**config.mk**
```make
export PLATFORM = sky130hd
export DESIGN_NAME = exec_unit_flat
export DESIGN_NICKNAME = d
export VERILOG_FILES = /design/src/hdl/ooo_pkg.sv /design/src/hdl/issue_if.sv /design/src/hdl/exec_unit.sv /design/src/flat_wrapper.sv
export SDC_FILE = /design/constraint.sdc
export NUM_CORES = 2
export LEC_CHECK = 0
export ABC_AREA = 1
export BUFFER_PORTS_ARGS = -buffer_cell sky130_fd_sc_hd__buf_2
export CORE_MARGIN = 4
export CORE_UTILIZATION = 57
export DETAILED_ROUTE_END_ITERATION = 12
export GPL_TIMING_DRIVEN = 0
export PLACE_DENSITY = 0.83
export SLEW_MARGIN = 20
export SYNTH_ARGS = -nofsm -noshare
export SYNTH_HDL_FRONTEND = slang
export SYNTH_SLANG_ARGS = --single-unit
```
**constraint.sdc**
```tcl
create_clock -name clk -period 7.1 [get_ports clk]
set_clock_uncertainty 0.2 [all_clocks]
set_input_delay 1.42 -clock clk [delete_from_list [all_inputs] [get_ports clk]]
set_output_delay 1.42 -clock clk [all_outputs]
set_load 0.05 [all_outputs]
```
**src/hdl/ooo_pkg.sv**
```systemverilog
package ooo_pkg;

    // data path widths
    localparam int WORD_W = 32;
    localparam int REG_W  = 5;

    // operand and result word
    typedef logic [WORD_W-1:0] word_t;

    // destination register index
    typedef logic [REG_W-1:0] reg_idx_t;

    // register-to-register operations
    typedef enum logic [2:0] {
        OP_ADD = 3'd0,
        OP_SUB = 3'd1,
        OP_AND = 3'd2,
        OP_XOR = 3'd3,
        OP_SLT = 3'd4,  // signed compare, result is 0 or 1
        OP_MUL = 3'd5   // low word of the product
    } opcode_t;

endpackage : ooo_pkg

```
**src/hdl/issue_if.sv**
```systemverilog
`timescale 1ns/1ps

interface issue_if #(
    parameter int TAG_W = 3
);

    // operation payload, driven by the dispatcher
    logic                 valid;
    ooo_pkg::opcode_t     opcode;
    logic [TAG_W-1:0]     tag;
    ooo_pkg::word_t       a;
    ooo_pkg::word_t       b;

    // one pulse per operation that has left the unit queue
    logic                 credit;

    modport dispatch (
        output valid, opcode, tag, a, b,
        input  credit
    );

    modport unit (
        input  valid, opcode, tag, a, b,
        output credit
    );

endinterface : issue_if

```
**src/hdl/exec_unit.sv**
```systemverilog
`timescale 1ns/1ps

module exec_unit #(
    parameter int ROB_DEPTH  = 8,
    parameter int UNIT_DEPTH = 2,
    parameter int MUL_CYCLES = 4,
    localparam int TAG_W     = $clog2(ROB_DEPTH),
    localparam int PTR_W     = (UNIT_DEPTH > 1) ? $clog2(UNIT_DEPTH) : 1,
    localparam int CNT_W     = $clog2(UNIT_DEPTH + 1),
    localparam int TIMER_W   = $clog2(MUL_CYCLES + 1)
) (
    input  logic             clk,
    input  logic             rst_n,
    issue_if.unit            issue,
    output logic             result_valid,
    output logic [TAG_W-1:0] result_tag,
    output ooo_pkg::word_t   result_value
);

    typedef enum logic {
        UNIT_IDLE,
        UNIT_BUSY
    } state_t;

    state_t state;

    // local operation queue
    ooo_pkg::opcode_t  uq_opcode [UNIT_DEPTH];
    logic [TAG_W-1:0]  uq_tag [UNIT_DEPTH];
    ooo_pkg::word_t    uq_a [UNIT_DEPTH];
    ooo_pkg::word_t    uq_b [UNIT_DEPTH];
    logic [PTR_W-1:0]  uq_head;
    logic [PTR_W-1:0]  uq_tail;
    logic [CNT_W-1:0]  uq_count;
    logic [TIMER_W-1:0] timer;
    logic              done;

    function automatic ooo_pkg::word_t execute(input ooo_pkg::opcode_t op,
                                               input ooo_pkg::word_t a,
                                               input ooo_pkg::word_t b);
        case (op)
            ooo_pkg::OP_ADD: return a + b;
            ooo_pkg::OP_SUB: return a - b;
            ooo_pkg::OP_AND: return a & b;
            ooo_pkg::OP_XOR: return a ^ b;
            ooo_pkg::OP_SLT: return {31'd0, $signed(a) < $signed(b)};
            ooo_pkg::OP_MUL: return a * b;
            default:         return '0;
        endcase
    endfunction

    // alu ops finish in the cycle at the head, multiply when the timer runs out
    assign done = ((state == UNIT_IDLE) && (uq_count != '0) &&
                   (uq_opcode[uq_head] != ooo_pkg::OP_MUL)) ||
                  ((state == UNIT_BUSY) && (timer == '0));

    // the slot frees together with the result
    assign issue.credit = result_valid;

    always_ff @(posedge clk or negedge rst_n) begin
        if (!rst_n) begin
            state <= UNIT_IDLE;
            timer <= '0;
            result_valid <= 1'b0;
            uq_head <= '0;
            uq_tail <= '0;
            uq_count <= '0;
        end else begin
            result_valid <= done;
            case (state)
                UNIT_IDLE: begin
                    if (uq_count != '0 && uq_opcode[uq_head] == ooo_pkg::OP_MUL) begin
                        state <= UNIT_BUSY;
                        timer <= TIMER_W'(MUL_CYCLES - 2);
                    end
                end
                UNIT_BUSY: begin
                    if (timer == '0) begin
                        state <= UNIT_IDLE;
                    end else begin
                        timer <= timer - 1'b1;
                    end
                end
                default: state <= UNIT_IDLE;
            endcase
            if (issue.valid) begin
                uq_tail <= (uq_tail == PTR_W'(UNIT_DEPTH - 1)) ? '0 : uq_tail + 1'b1;
            end
            if (done) begin
                uq_head <= (uq_head == PTR_W'(UNIT_DEPTH - 1)) ? '0 : uq_head + 1'b1;
            end
            if (issue.valid && !done) begin
                uq_count <= uq_count + 1'b1;
            end else if (!issue.valid && done) begin
                uq_count <= uq_count - 1'b1;
            end
        end
    end

    always_ff @(posedge clk) begin
        if (issue.valid) begin
            uq_opcode[uq_tail] <= issue.opcode;
            uq_tag[uq_tail] <= issue.tag;
            uq_a[uq_tail] <= issue.a;
            uq_b[uq_tail] <= issue.b;
        end
        if (done) begin
            result_tag <= uq_tag[uq_head];
            result_value <= execute(uq_opcode[uq_head], uq_a[uq_head], uq_b[uq_head]);
        end
    end

endmodule : exec_unit

```
**src/flat_wrapper.sv**
```systemverilog
// flat-port wrapper written by rule: the top's interface ports become plain ports
module exec_unit_flat 
#(
    parameter int ROB_DEPTH  = 8,
    parameter int UNIT_DEPTH = 2,
    parameter int MUL_CYCLES = 4,
    localparam int TAG_W     = $clog2(ROB_DEPTH),
    localparam int PTR_W     = (UNIT_DEPTH > 1) ? $clog2(UNIT_DEPTH) : 1,
    localparam int CNT_W     = $clog2(UNIT_DEPTH + 1),
    localparam int TIMER_W   = $clog2(MUL_CYCLES + 1)
)
  (clk, rst_n, result_valid, result_tag, result_value, issue_valid, issue_opcode, issue_tag, issue_a, issue_b, issue_credit);
  issue_if issue_i ();
  input  logic clk;
  input  logic rst_n;
  output logic result_valid;
  output logic [TAG_W-1:0] result_tag;
  output ooo_pkg::word_t result_value;
  input wire logic [$bits(issue_i.valid)-1:0] issue_valid;
  input wire logic [$bits(issue_i.opcode)-1:0] issue_opcode;
  input wire logic [$bits(issue_i.tag)-1:0] issue_tag;
  input wire logic [$bits(issue_i.a)-1:0] issue_a;
  input wire logic [$bits(issue_i.b)-1:0] issue_b;
  output wire logic [$bits(issue_i.credit)-1:0] issue_credit;
  assign issue_i.valid = issue_valid;
  assign issue_i.opcode = issue_opcode;
  assign issue_i.tag = issue_tag;
  assign issue_i.a = issue_a;
  assign issue_i.b = issue_b;
  assign issue_credit = issue_i.credit;
  exec_unit #(.ROB_DEPTH(ROB_DEPTH), .UNIT_DEPTH(UNIT_DEPTH), .MUL_CYCLES(MUL_CYCLES)) u_core (.clk(clk), .rst_n(rst_n), .issue(issue_i), .result_valid(result_valid), .result_tag(result_tag), .result_value(result_value));
endmodule
```
==> flow_summary.toml <==
[outcome]
status = "finished with violations"
violations = "setup timing"

[layout]
synthToLayoutAreaGrowth_pct = 17.76
final_cell_mix = "nand2_1, inv_1, fa_1"
final_common_cell = "nand2_1"
drive_gt1_share_pct = 16.62
nets = 4174
fill_cells = 3640
regArea_mm2 = 0.005482
multi_input_area_mm2 = 0.01939

[synth]
ys_ff_latch = 184
synth_top_flop_cell = "edfxtp_1"
synth_seq_area_share_pct = 20.45
mappedNetlistArea_mm2 = 0.02680
synth_warnings = 0
synth_cells = 3267
synth_edf_count = 175
async_flop_share_pct = 4.891
synth.avg_cell_area_um2 = 8.204
syn-num-nets = 3940
ys_types = 51

[setup_path]
required_ns = 7.11
critical_path_class = "flip-flop to flip-flop"
end_kind = "flip-flop"
max_stage_delay_ns = 0.65
worst-path-max-fanout = 10
startpoint_type = "flip-flop"
ff2ff_path_depth = 29
crit_top_cell = "fa_1"
arrival_ns = 8.11
slowest_stage = "fa_1"

[hold_path]
hold_class = "flip-flop to flip-flop"
hold_path_depth = 1

[sta]
setup-violations-final = 21
holdWs_ns = 0.2728
period_share_pct = 114.1
setup_tns_ns = -13.69
hold_viol = 0
setup_ws_ns = -1.000
fin_crit_ns = 8.100
fmax_ghz = 0.1235
worst_pin_slew_ns = 1.126
rsz0062_at_grt = "true"
relSlewSlack_pct = 24.95
finalMaxSlewViolations = 0

[clock_network]
htreeDepth = 4
clk_pin_slew_worst_paths_ns = 0.09
cts_sinks = 184
clock_tree.root_cell = "clkbuf_16"
clock_latency_ns = 0.47
cts.path.max_buffers = 2
cts_tree = "yes"
cts_buffers = 17

[detailed_routing]
wl_mm = 102.5
drt_iter0_drc = 3451
ant_nets = 0
wl_per_cell_um = 24.87
drc = 0
dr.pass1.iters = 9
vias = 24930
vias_per_cell = 6.047

[place]
gp_routability_congestion = 1.050
io_buffers = 109
hpwl_mm = 77.75

[die]
die_h_um = 224.9
initial_core_util_pct = 57.57
die-area_mm2 = 0.05056
rows = 79
ioPinCount = 110
core_area_mm2 = 0.04656
die_w_um = 224.9

[grt]
antenna_found_initial = 2
grt_pass1_wl_mm = 148.3
gr-usage-all-layers_pct = 39.56
first_global_vias = 24450
grt_max_degree = 43
gr-total-overflow = 0

[flow_run]
cap_violations = 0
-- sequential cells by signal, summed over array words and instances, names as in the netlist --
| signal | flops |
|---|---|
| u_core.uq_a | 64 |
| u_core.result_value | 32 |
| u_core.timer | 3 |
| u_core.issue.credit | 1 |
| u_core.result_tag | 3 |
| u_core.uq_head | 1 |
| u_core.uq_count | 2 |
| u_core.uq_tail | 1 |
| u_core.uq_opcode | 6 |
| u_core.state | 1 |
| u_core.uq_tag | 6 |
| u_core.uq_b | 64 |
-- cell families after synthesis --
logic type	Yosys count	synth area share (%)
xor+xnor	17	0.5555
compound gates	397	8.967
flops	184	20.45
buf+inv	775	11.16
fa+ha+maj	600	39.49
simple gates	1294	19.38
-- timing repair --
item / in CTS / in global routing
pin swaps: 26 / 62
gates resized for setup: 304 / 168
cloned: 3 / 0
endpoints found under the hold margin: 0 / 0
setup endpoints to repair: 25 / 23
setup buffers: 66 / 34
hold buffers: 0 / 0
-- worst max-delay path: cells and delay by family, from the launching register on --
kind / cells / cell delay, ns
adder cells (fa/ha/maj): 9 / 3.96
AO/OA/AOI/OAI: 6 / 1.00
AND/OR/NAND/NOR: 5 / 0.71
buffers and inverters: 9 / 1.54
flip-flops: 1 / 0.39
-- cell type report --
class	instances	share of cell area (%)
diodes	1	0.007928
plain buffers	108	3.679
clock buffers	17	1.348
clock inverters	15	0.5708
inverters	666	8.222
multi-input cells	2308	61.43
flip-flops and latches	184	17.37
well taps	607	2.406
repair buffers	216	4.967
-- cell usage after synthesis, types with 2 or more instances --
cell / number / area, um^2
o21ai_1: 14 / 70.07
a31oi_1: 10 / 62.56
or2_1: 6 / 37.54
edfxtp_1: 175 / 5255
o211ai_1: 11 / 82.58
a21o_1: 16 / 120.1
xor2_1: 8 / 70.07
nand2_2: 8 / 50.05
fa_1: 410 / 8208
ha_1: 190 / 2377
inv_2: 12 / 45.04
a21boi_0: 7 / 52.55
a31o_2: 2 / 17.52
a22oi_1: 22 / 165.2
nand3_1: 102 / 510.5
xnor2_1: 9 / 78.83
buf_1: 8 / 30.03
nand4_1: 23 / 143.9
o221ai_1: 5 / 43.79
or2_2: 10 / 62.56
a21oi_1: 134 / 670.6
o21ai_0: 96 / 480.5
o22ai_1: 14 / 87.58
o31ai_1: 2 / 15.01
inv_1: 644 / 2417
clkbuf_1: 69 / 259.0
a221oi_1: 8 / 70.07
nor2_1: 420 / 1577
dfrtp_1: 9 / 225.2
o2111ai_1: 11 / 96.34
nor4_1: 4 / 25.02
o21bai_1: 11 / 82.58
o21a_1: 6 / 45.04
buf_4: 7 / 52.55
buf_2: 21 / 105.1
nor3_1: 17 / 85.08
nand2_1: 690 / 2590
a211oi_1: 4 / 30.03
nand3b_1: 8 / 60.06
o21ai_2: 21 / 183.9
buf_6: 4 / 45.04
clkinv_1: 10 / 37.54
-- path summary, 6_finish.rpt --
kind / start / slack (ns) / end
worst max-delay path: u_core.uq_head / -1.00 / u_core.result_value[25]
max in group asynchronous: rst_n / 5.91 / u_core.uq_head
worst min register to register: u_core.uq_count[0] / 0.27 / u_core.uq_count[0]
worst max register to register: u_core.uq_head / -1.00 / u_core.result_value[25]
worst min-delay path: u_core.uq_count[0] / 0.27 / u_core.uq_count[0]
min in group asynchronous: rst_n / 0.60 / u_core.issue.credit
-- through the flow --
stage,area [um^2],worst slack (ns),utilization (%),std cells
2_1_floorplan,26890,-0.01229,-,3267
3_3_place_gp,28190,-2.210,60.56,3983
3_5_place_dp,28290,-2.278,60.76,3987
4_1_cts,30720,-0.8805,65.99,4087
5_1_grt,31560,-1.121,67.80,4122
6_report,31560,-1.000,67.80,4122
-- routing by layer --
metal | routed length [um] | track usage [%] | vias up
met5 | 94 | 1.139 | -
met4 | 8406 | 23.83 | 4
li1 | - | - | 10630
met2 | 44400 | 59.70 | 1959
met1 | 35950 | 51.07 | 11840
met3 | 13660 | 11.02 | 498
Power is left out: the tool's default activity adds up to more than one toggle a clock period on the data nets, which glitch-free logic cannot reach.
