[src/hdl/ooo_pkg.sv]
package ooo_pkg;

    // data path widths
    localparam int WORD_W = 32;
    localparam int REG_W  = 5;

    // operand and result word
    typedef logic [WORD_W-1:0] word_t;

    // destination register index
    typedef logic [REG_W-1:0] reg_idx_t;

    // register-to-register operations
    typedef enum logic [2:0] {
        OP_ADD = 3'd0,
        OP_SUB = 3'd1,
        OP_AND = 3'd2,
        OP_XOR = 3'd3,
        OP_SLT = 3'd4,  // signed compare, result is 0 or 1
        OP_MUL = 3'd5   // low word of the product
    } opcode_t;

endpackage : ooo_pkg

[src/hdl/reorder_buffer.sv]
`timescale 1ns/1ps

module reorder_buffer #(
    parameter int ROB_DEPTH = 8,
    parameter int NUM_UNITS = 3,
    localparam int TAG_W    = $clog2(ROB_DEPTH)
) (
    input  logic              clk,
    input  logic              rst_n,
    // allocation from the dispatcher
    input  logic              alloc_valid,
    input  ooo_pkg::reg_idx_t alloc_dest,
    output logic [TAG_W-1:0]  alloc_tag,
    // results from the execution units
    input  logic              result_valid [NUM_UNITS],
    input  logic [TAG_W-1:0]  result_tag [NUM_UNITS],
    input  ooo_pkg::word_t    result_value [NUM_UNITS],
    // in-order commit
    output logic              commit_valid,
    output ooo_pkg::reg_idx_t commit_dest,
    output ooo_pkg::word_t    commit_value
);

    // entry state
    logic [ROB_DEPTH-1:0] busy;   // allocated and not yet committed
    logic [ROB_DEPTH-1:0] ready;  // result has arrived

    // entry payload
    ooo_pkg::reg_idx_t rob_dest [ROB_DEPTH];
    ooo_pkg::word_t    rob_value [ROB_DEPTH];

    logic [TAG_W-1:0] head;  // oldest entry, next to commit
    logic [TAG_W-1:0] tail;  // next entry to hand out

    // tag for the instruction being accepted this cycle
    assign alloc_tag = tail;

    // head retires as soon as its result is in
    assign commit_valid = busy[head] && ready[head];
    assign commit_dest  = rob_dest[head];
    assign commit_value = rob_value[head];

    always_ff @(posedge clk or negedge rst_n) begin
        if (!rst_n) begin
            busy <= '0;
            ready <= '0;
            head <= '0;
            tail <= '0;
        end else begin
            if (alloc_valid) begin
                busy[tail] <= 1'b1;
                ready[tail] <= 1'b0;
                tail <= tail + 1'b1;
            end

            // every tag in flight is distinct, so units never collide
            for (int u = 0; u < NUM_UNITS; u++) begin
                if (result_valid[u]) begin
                    ready[result_tag[u]] <= 1'b1;
                end
            end

            if (commit_valid) begin
                busy[head] <= 1'b0;
                ready[head] <= 1'b0;
                head <= head + 1'b1;
            end
        end
    end

    always_ff @(posedge clk) begin
        if (alloc_valid) begin
            rob_dest[tail] <= alloc_dest;
        end
        for (int u = 0; u < NUM_UNITS; u++) begin
            if (result_valid[u]) begin
                rob_value[result_tag[u]] <= result_value[u];
            end
        end
    end

endmodule : reorder_buffer

[config.mk]
export PLATFORM = sky130hd
export DESIGN_NAME = reorder_buffer
export DESIGN_NICKNAME = d
export VERILOG_FILES = /design/src/hdl/ooo_pkg.sv /design/src/hdl/reorder_buffer.sv
export SDC_FILE = /design/constraint.sdc
export NUM_CORES = 1
export LEC_CHECK = 0
export ABC_AREA = 1
export BUFFER_PORTS_ARGS = -buffer_cell sky130_fd_sc_hd__buf_2
export CELL_PAD_IN_SITES_DETAIL_PLACEMENT = 0
export CELL_PAD_IN_SITES_GLOBAL_PLACEMENT = 1
export CORE_UTILIZATION = 35
export DETAILED_ROUTE_END_ITERATION = 16
export PLACE_DENSITY_LB_ADDON = 0.1
export SLEW_MARGIN = 20
export SYNTH_ARGS = -nofsm -noshare
export SYNTH_HDL_FRONTEND = slang
export SYNTH_SLANG_ARGS = --single-unit
[constraint.sdc]
create_clock -name clk -period 2 [get_ports clk]
set_clock_uncertainty 0.1 [all_clocks]
set_input_delay 0.3 -clock clk [delete_from_list [all_inputs] [get_ports clk]]
set_output_delay 0.3 -clock clk [all_outputs]
set_load 0.02 [all_outputs]
==> results.md, run 1 <==
* Final setup TNS at -21180 ps
* Final ANT Viol Nets at 0
* Period minus WS final at 2610 ps
* Final GP Congestion at 0.791
* Area growth, synth to finish at 26.1%
* Fin crit share at 1.30
* Grt ovf at 0
* Post-synthesis async set-or-reset flop share at 0.0692
* Max Cap Viol at 0
* Deepest clock path buffer count at 3
* CTS tree: yes
* Adder-cell area share of the yosys netlist at 0.00139
* Top post-synthesis cells by count: 563 x nand2_1, 336 x o21ai_0, 296 x edfxtp_1, 266 x o211ai_1, 179 x nor2_1
* Largest family of logic cells by synthesized area: compound AO/OA/AOI/OAI gates
* Crit Path Max Fanout at 6
* Drt drc at 0
* RSZ-0062 raised after global routing: true
* Met1 GRT Util at 0.342
* Compound-Gate Fraction of Synth Area at 0.216
* R2R Setup Slk at -80 ps
* Vias in the first global route at 15400
* Final Hold Violating Endpoints at 0
* Post-synth EDFFs at 296
* Initial Util at 0.358
* Post-synthesis mux area share at 0
* Grt met3 use at 0.0301
* Via count at 16000
* Status: finished with violations
* Synth Area per Inst at 8.49 um2
* Post-DP Area at 20500 um2
* Worst Setup Slack, final at -608 ps
* Die area at 52500 um2
* Dpl cells at 2889
* Initial antenna violation count at 1
* Synth top area cells: edfxtp_1 49%, nand2_1 12%, o211ai_1 11%
* Max Slew Vio Count at 0
* Syn Inst Count at 2126
* Detailed Place HPWL at 40800 um
* Skew-Pair Late Insertion Delay at 560 ps
* Width of the die at 229 um
* Initial DRC count at 1224
* CTS root buffer: clkbuf_16
* Worst hold start: result_value[88]
* Core Util, Final at 0.451
* WHS at 27.7 ps
* Vias per cell at 5.35
* Layout Nets at 2421
* Met2 Track Usage GR at 0.419
* H-tree levels at 2
* WL final at 66500 um
* Worst min-delay path class: in -> reg
* Crit Path Class: reg -> out
* Number of synthesized register bits at 318
* First-pass DRT Iterations at 5
* Synth warn at 0
* Least-Margin Pin Slew at 552 ps
* Top_reg_cell synth: edfxtp_1
* Mapped cell area at 18100 um2
* CP Launch Type: flop
* Clock slew at reported path FFs at 60 ps
* TritonCTS Sinks at 318
* Total power at 27.7 mW
* Share of post-route cells with drive strength above 1 at 0.195
* Critical Path RT at 1600 ps
* Leading area contributor after synthesis: edfxtp_1
* Post-synthesis sequential area ratio at 0.523
* Post-synth top area share at 0.492
* Post-synthesis simple-gate area fraction at 0.177
* Layout fillers at 4965
* Max Clk Rate at 383 MHz
* Non-filler cells, final at 3001
* Core area at 50500 um2
* Failing checks: setup timing
* Worst setup path startpoint: head[2]$_DFFE_PN0P_
* Worst path arrival time at 2210 ps
* Setup violators final at 57
* Inserted Diodes at 0
* Design Area, Final at 22800 um2
* First-pass GRT wire length at 97600 um
* Leak at 9.30 nW
* Max VDD drop at 0.538 mV
* Relative slew slack at 0.632
* Average wire per cell in the routed design at 22.2 um
* Count of buffers from port buffering at 156
* Crit path capture type: output port
* Syn Nets at 2244
* Worst reg2reg startpoint: head[2]$_DFFE_PN0P_
* CTS buffer count at 39
* Chip Height at 229 um
* Post-synth cell types at 28
* Pre-CTS setup slack at -118 ps
* Pin count of the biggest net entering global routing at 65
* Grt peak-use layer: met2
* Xor-xnor portion of the synthesized cell area at 0.00146
* Io pins at 157
* Most common cell in the netlist: nand2_1
* Rows at 82
* Global Route Usage Sum at 0.250
* Pwr/cell area at 1220 nW/um2
path summary, 6_finish.rpt:
kind | endpoint | cells after the start
setup / recovery | commit_value[31] | 6
hold / removal | rob_value[7][24]$_DFFE_PP_ | 3
setup reg to reg | head[0]$_DFFE_PN0P_ | 13
hold reg to reg | alloc_tag[0]$_DFFE_PN0P_ | 1
max in group asynchronous | head[0]$_DFFE_PN0P_ | 2
min in group asynchronous | alloc_tag[1]$_DFFE_PN0P_ | 2
power breakdown:
group | switching [mW] | internal [mW] | total (mW)
registers | 0.346 | 8.23 | 8.57
clock network | 2.87 | 4.16 | 7.03
logic | 7.26 | 4.84 | 12.1
total | 10.5 | 17.2 | 27.7
kinds of logic after synthesis:
| kind of cell | Yosys count |
|---|---|
| flip-flops | 318 |
| AND/OR/NAND/NOR | 808 |
| buffers and inverters | 351 |
| XOR/XNOR | 3 |
| AO/OA/AOI/OAI | 644 |
| adder cells (fa/ha/maj) | 2 |
final cells by class:
| class | instances | area, um2 | share of cell area |
|---|---|---|---|
| clock inverters | 21 | 216 | 0.00951 |
| multi-input cells | 1459 | 7510 | 0.330 |
| clock buffers | 46 | 1020 | 0.0450 |
| repair buffers | 323 | 3090 | 0.136 |
| well taps | 672 | 841 | 0.0370 |
| flip-flops and latches | 318 | 9440 | 0.415 |
| inverters | 162 | 628 | 0.0276 |
cell usage in the layout (no fill, tap or decap), drive strengths merged, types with 4 or more instances in the layout:
cell type	netlist	routed
nand4	19	19
inv	162	161
o211ai	266	266
a21oi	27	27
clkbuf	82	49
nand2	567	569
dfrtp	22	22
or2	5	5
edfxtp	296	296
dlygate4sd3	0	23
nand3	32	32
clkinv	0	17
o21ai	348	348
bufinv	0	4
nor2	184	184
buf	107	296
per-layer routing:
layer | vias up | share of wire | wire length (um)
met5 | - | 0 | 0
met4 | 0 | 0.020 | 1300
met3 | 89 | 0.058 | 3850
met2 | 517 | 0.48 | 31800
met1 | 7669 | 0.44 | 29500
li1 | 7767 | - | -
state kept, by name, summed over array words and instances, names as in the netlist:
signal,count
rob_dest,40
alloc_tag,3
busy,8
rob_value,256
head,3
ready,8
critical path: stages, from the launching register on:
cell,delay (ps)
dfrtp_2,470
buf_6,140
nor2_4,180
bufbuf_16,300
o21ai_0,100
o211ai_1,260
buf_4,190
timing repair:
action | 4_1_cts | 5_1_grt
setup buffers | 9 | 6
endpoints found under the hold margin | 81 | 0
hold buffers | 23 | 0
endpoints found under the setup margin | 50 | 57
cloned | 1 | 6
resized for setup | 79 | 114
pin swaps | 18 | 37
Power figures use the tool's default switching activity.
==> run 2, diff against run 1 <==
--- a/config.mk
+++ b/config.mk
@@ -6,7 +6,7 @@
 export NUM_CORES = 1
 export LEC_CHECK = 0
 export ABC_AREA = 1
-export BUFFER_PORTS_ARGS = -buffer_cell sky130_fd_sc_hd__buf_2
+export BUFFER_PORTS_ARGS = -buffer_cell sky130_fd_sc_hd__buf_4
 export CELL_PAD_IN_SITES_DETAIL_PLACEMENT = 0
 export CELL_PAD_IN_SITES_GLOBAL_PLACEMENT = 1
 export CORE_UTILIZATION = 35
==> constraint.sdc (replaced) <==
create_clock -name clk -period 3 [get_ports clk]
set_clock_uncertainty 0.1 [all_clocks]
set_input_delay 0.45 -clock clk [delete_from_list [all_inputs] [get_ports clk]]
set_output_delay 0.45 -clock clk [all_outputs]
set_load 0.02 [all_outputs]
==> results.md, run 2 (same netlist as run 1, synthesis figures left out) <==
* First-pass DRT Iterations at 8 (+3)
* Leak at 8.67 nW (-6.8%)
* CP most frequent cell: buf_12
* Crit Path Class: reg -> out
* Layout fillers at 4988 (+0.46%)
* Average wire per cell in the routed design at 22.7 um (+2.6%)
* Drt drc at 0 (unchanged)
* Clock slew at reported path FFs at 60 ps (about the same)
* Width of the die at 229 um (unchanged)
* Pin count of the biggest net entering global routing at 65 (unchanged)
* Final GP Congestion at 0.786 (-0.71%)
* Crit-path cells: clkinv_2, buf_12, nor2_4, buf_12, nand2_1, nand4_1, or2_2, buf_4
* Dpl cells at 2838 (-1.8%)
* Fin crit share at 0.969
* Largest stage delay on the critical path at 510 ps (+40 ps)
* Vias in the first global route at 15400 (+0.20%)
* Worst min-delay path class: in -> reg
* Via count at 15900 (-1.2%)
* Worst path arrival time at 2360 ps (+150 ps)
* RSZ-0062 raised after global routing: true
* Final Hold Violating Endpoints at 0 (unchanged)
* CTS root buffer: clkbuf_16
* Vias per cell at 5.45 (+2.0%)
* Initial antenna violation count at 1 (unchanged)
* Chip Height at 229 um (unchanged)
* Max reg flops at 256 (unchanged)
* Rows at 82 (unchanged)
* Setup violators final at 0 (-100%)
* TritonCTS Sinks at 318 (unchanged)
* Pre-CTS setup slack at 470 ps (+588 ps)
* Least-Margin Pin Slew at 890 ps (+339 ps)
* Inserted Diodes at 0 (unchanged)
* Deepest clock path buffer count at 3 (unchanged)
* CTS tree: yes
* Final ANT Viol Nets at 0 (unchanged)
* H-tree levels at 2 (unchanged)
* Pwr/cell area at 789 nW/um2 (-35%)
* Area growth, synth to finish at 18.6%
* Global Route Usage Sum at 0.252 (+0.00176)
* Max Clk Rate at 344 MHz
* Most frequent cells in the layout: 547 x nand2_1, 336 x o21ai_0, 296 x edfxtp_1, 266 x o211ai_1, 205 x buf_4
* Max VDD drop at 0.392 mV (-27%)
* Non-filler cells, final at 2909 (-3.1%)
* Slowest CP cell: dfrtp_4
* Core area at 50500 um2 (unchanged)
* Worst Setup Slack, final at 94.1 ps (+702 ps)
* Skew-Pair Late Insertion Delay at 560 ps (about the same)
* Commonest non-fill, non-tap cell in the layout: nand2_1
* Initial DRC count at 1414 (+16%)
* Layout Nets at 2328 (-3.8%)
* Period minus WS final at 2910 ps
* Detailed Place HPWL at 39900 um (-2.2%)
* First-pass GRT wire length at 98500 um (+0.87%)
* CP Launch Type: flop
* Grt ovf at 0 (unchanged)
* Count of buffers from port buffering at 156 (unchanged)
* CTS buffer count at 40 (+2.6%)
* Critical Path RT at 2450 ps (+850 ps)
* Postcts setup bufs at 0 (-9)
* Status: finished clean
* Max Cap Viol at 0 (unchanged)
* WL final at 66100 um (-0.53%)
* Max Slew Vio Count at 0 (unchanged)
* Initial Util at 0.358 (unchanged)
* Relative slew slack at 0.406 (-0.226)
* Io pins at 157 (unchanged)
* Crit path capture type: output port
* Total power at 16.9 mW (-39%)
* Crit Path Max Fanout at 41 (+35)
* Share of post-route cells with drive strength above 1 at 0.147 (-0.0483)
* Die area at 52500 um2 (unchanged)
==> run 2: changes by cell type in the layout (fill, tap and decap cells not counted), moves of 11 or more <==
| cell | delta |
|---|---|
| buf_6 | -33 |
| nand2_2 | -11 |
| buf_2 | -121 |
| o21ai_1 | -23 |
| dlygate4sd3_1 | -21 |
| nor2_1 | +16 |
| buf_12 | -31 |
| nand2_1 | +20 |
| o21ai_0 | +32 |
| buf_4 | +122 |
==> run 2: what timing repair did <==
item	in CTS	in global routing
hold buffers	2	0
setup endpoints to repair	18	20
endpoints found under the hold margin	23	0
resized for setup	3	3
==> run 2: layout make-up <==
| type | instances | area [um2] | area share |
|---|---|---|---|
| flip-flops and latches | 318 | 9450 | 0.441 |
| clock inverters | 16 | 214 | 0.00999 |
| well taps | 672 | 841 | 0.0393 |
| repair buffers | 231 | 2020 | 0.0944 |
| multi-input cells | 1457 | 7230 | 0.337 |
| inverters | 162 | 617 | 0.0288 |
| clock buffers | 53 | 1050 | 0.0490 |
==> run 2: critical path: cells and delay by family, from the launching register on <==
kind	cells	cell delay, ps
buffers and inverters	4	710
AND/OR/NAND/NOR	4	570
flip-flops	1	510
==> run 2: metrics by stage <==
stage / instance area [um2] / utilization / hold WS (ps) / TNS (ps)
final: 21400 / 0.424 / 24.5 / 0
after CTS: 21400 / 0.424 / 5.35 / 0
after global routing: 21400 / 0.424 / 17.8 / -28.6
after global placement: 20100 / 0.399 / 276 / 0
after floorplan: 18100 / - / 54.4 / 0
after detailed placement: 20100 / 0.399 / 275 / 0
==> run 2: per-layer routing <==
layer,vias to the layer above,GRT usage,wire length [um]
li1,7576,-,-
met1,7593,0.345,29100
met2,579,0.411,31200
met3,107,0.0324,3970
met4,2,0.0819,1850
met5,-,0,10
==> run 2: report_power, final <==
part	internal (mW)	switching (mW)
clock network	2.88	1.94
logic	2.09	4.27
registers	5.49	0.219
total	10.5	6.43
==> run 2: path summary, 6_finish.rpt <==
| kind | from | to | slack, ps | depth (start not counted) |
|---|---|---|---|---|
| max | head[0]$_DFFE_PN0P_ | commit_value[9] | 90 | 8 |
| min | alloc_dest[1] | rob_dest[0][1]$_DFFE_PP_ | 20 | 1 |
| max reg2reg | head[0]$_DFFE_PN0P_ | ready[3]$_DFF_PN0_ | 870 | 10 |
| min reg2reg | busy[1]$_DFF_PN0_ | busy[1]$_DFF_PN0_ | 470 | 4 |
| max in group asynchronous | rst_n | head[0]$_DFFE_PN0P_ | 2280 | 2 |
| min in group asynchronous | rst_n | ready[1]$_DFF_PN0_ | 240 | 2 |
==> run 3, diff against run 2 <==
--- a/config.mk
+++ b/config.mk
@@ -6,13 +6,12 @@
 export NUM_CORES = 1
 export LEC_CHECK = 0
 export ABC_AREA = 1
-export BUFFER_PORTS_ARGS = -buffer_cell sky130_fd_sc_hd__buf_4
 export CELL_PAD_IN_SITES_DETAIL_PLACEMENT = 0
 export CELL_PAD_IN_SITES_GLOBAL_PLACEMENT = 1
 export CORE_UTILIZATION = 35
 export DETAILED_ROUTE_END_ITERATION = 16
+export DONT_BUFFER_PORTS = 1
 export PLACE_DENSITY_LB_ADDON = 0.1
-export SLEW_MARGIN = 20
 export SYNTH_ARGS = -nofsm -noshare
 export SYNTH_HDL_FRONTEND = slang
 export SYNTH_SLANG_ARGS = --single-unit
==> results.md, run 3 (same netlist as run 1, synthesis figures left out) <==
* Width of the die at 229 um (unchanged)
* Most frequent cells in the layout: 547 x nand2_1, 336 x o21ai_0, 296 x edfxtp_1, 266 x o211ai_1, 177 x nor2_1
* Core Util, Final at 0.406 (-0.0181)
* CTS root buffer: clkbuf_16
* RSZ-0062 raised after global routing: false
* Crit-path cells: buf_4, nor2_4, buf_4, o21ai_0, o211ai_1, buf_4
* Dpl cells at 2709 (-4.5%)
* Crit path capture type: output port
* Final Hold Violating Endpoints at 0 (unchanged)
* Clock slew at reported path FFs at 60 ps (about the same)
* Crit Path Class: reg -> out
* Vias in the first global route at 15000 (-2.3%)
* Slowest CP cell: dfrtp_2
* Max Slew Vio Count at 0 (unchanged)
* WL final at 67500 um (+2.0%)
* Worst min-delay path class: in -> reg
* CTS buffer count at 39 (-2.5%)
* Crit Path Max Fanout at 13 (-68%)
* Least-Margin Pin Slew at 894 ps (+3.28 ps)
* CP Launch Type: flop
* TritonCTS Sinks at 318 (unchanged)
* Max VDD drop at 0.367 mV (-6.1%)
* Detailed Place HPWL at 39300 um (-1.4%)
* Max Clk Rate at 344 MHz (-0.12%)
* First-pass DRT Iterations at 5 (-3)
* Final ANT Viol Nets at 0 (unchanged)
* Leak at 8.07 nW (-6.9%)
* Area growth, synth to finish at 13.6%
* CTS tree: yes
* Global Route Usage Sum at 0.255 (+0.00332)
* Max Cap Viol at 0 (unchanged)
* Deepest clock path buffer count at 3 (unchanged)
* Worst path arrival time at 2360 ps (about the same)
* Die area at 52500 um2 (unchanged)
* Layout Nets at 2213 (-4.9%)
* Critical Path RT at 2450 ps (about the same)
* Final GP Congestion at 0.781 (-0.65%)
* Chip Height at 229 um (unchanged)
* Crit path max-delay family: buffers and inverters
* Pin count of the biggest net entering global routing at 71 (+9.2%)
* WP buf/inv at 3 (-1)
* Max reg flops at 256 (unchanged)
* Grt ovf at 0 (unchanged)
* Setup violators final at 0 (unchanged)
* Fin crit share at 0.970 (+0.00121)
* CP most frequent cell: buf_4
* Pwr/cell area at 806 nW/um2 (+2.2%)
* Worst Setup Slack, final at 90.4 ps (-3.63 ps)
* Vias per cell at 5.51 (+1.0%)
* Skew-Pair Late Insertion Delay at 550 ps (about the same)
* Initial DRC count at 1405 (-0.64%)
* Rows at 82 (unchanged)
* Initial antenna violation count at 2 (+1)
* Initial Util at 0.358 (unchanged)
* Non-filler cells, final at 2798 (-3.8%)
* H-tree levels at 2 (unchanged)
* Period minus WS final at 2910 ps (+3.63 ps)
* Average wire per cell in the routed design at 24.1 um (+6.0%)
* Via count at 15400 (-2.8%)
* Pre-CTS setup slack at 510 ps (+39.7 ps)
* Core area at 50500 um2 (unchanged)
* Commonest non-fill, non-tap cell in the layout: nand2_1
* Post-DP Area at 19100 um2 (-5.1%)
* Design Area, Final at 20500 um2 (-4.3%)
* First-pass GRT wire length at 99100 um (+0.63%)
* Relative slew slack at 0.404 (-0.00219)
* Layout fillers at 5131 (+2.9%)
* Largest stage delay on the critical path at 480 ps (-30 ps)
* Count of buffers from port buffering at 0 (-100%)
* Drt drc at 0 (unchanged)
* WHS at 42.7 ps (+18.1 ps)
* Status: finished clean
* Share of post-route cells with drive strength above 1 at 0.0979 (-0.0492)
* Io pins at 157 (unchanged)
-- run 3: cell types whose count changed in the layout (fill, tap and decap cells not counted), moves of 2 or more --
cell	before	now
buf_12	22	18
clkbuf_1	13	11
dlygate4sd3_1	2	7
clkinv_1	5	12
inv_2	5	7
clkbuf_16	40	43
buf_4	205	84
inv_4	3	1
bufinv_16	5	1
-- run 3: repair_timing --
action | 4_1_cts | 5_1_grt
cloned | 0 | 3
buffers inserted | 0 | 6
setup endpoints to repair | 15 | 20
pin swaps | 0 | 4
hold buffers | 8 | 0
resized for setup | 4 | 10
hold endpoints to repair | 65 | 0
-- run 3: metrics by stage --
stage	setup TNS, ps	total power, mW
floorplan	0	9.54
global placement	0	11.8
detailed placement	0	11.8
CTS	-12.4	16.4
global route	0	17.5
finish	0	16.5
-- run 3: path summary, 6_finish.rpt --
path / slack, ps / startpoint / cells after the start / to
min: 40 / result_value[63] / 2 / rob_value[5][31]$_DFFE_PP_
max in group asynchronous: 2390 / rst_n / 2 / head[0]$_DFFE_PN0P_
max reg2reg: 730 / head[1]$_DFFE_PN0P_ / 10 / head[0]$_DFFE_PN0P_
min in group asynchronous: 250 / rst_n / 2 / head[0]$_DFFE_PN0P_
max: 90 / head[1]$_DFFE_PN0P_ / 6 / commit_value[24]
min reg2reg: 460 / busy[3]$_DFF_PN0_ / 4 / busy[3]$_DFF_PN0_
-- run 3: area by class of cell --
type	count	area (um2)	area share
antenna	1	2.50	0.000122
clock buffer	52	1070	0.0521
clock inverter	19	105	0.00513
inverter	162	622	0.0303
multi-input combinational	1458	7230	0.353
sequential	318	9450	0.461
tap	672	841	0.0410
timing repair buffer	116	1190	0.0579
-- run 3: routing by layer --
layer	routed length [um]	track usage
met5	0	0
met4	1580	0.0713
met3	4530	0.0403
met2	31500	0.421
met1	29900	0.345
-- run 3: where the power goes --
group | leakage (nW) | internal (mW) | switching, mW
Clock | 0.575 | 2.58 | 1.92
Sequential | 2.99 | 5.49 | 0.255
Combinational | 4.50 | 2.07 | 4.22
Total | 8.07 | 10.1 | 6.40
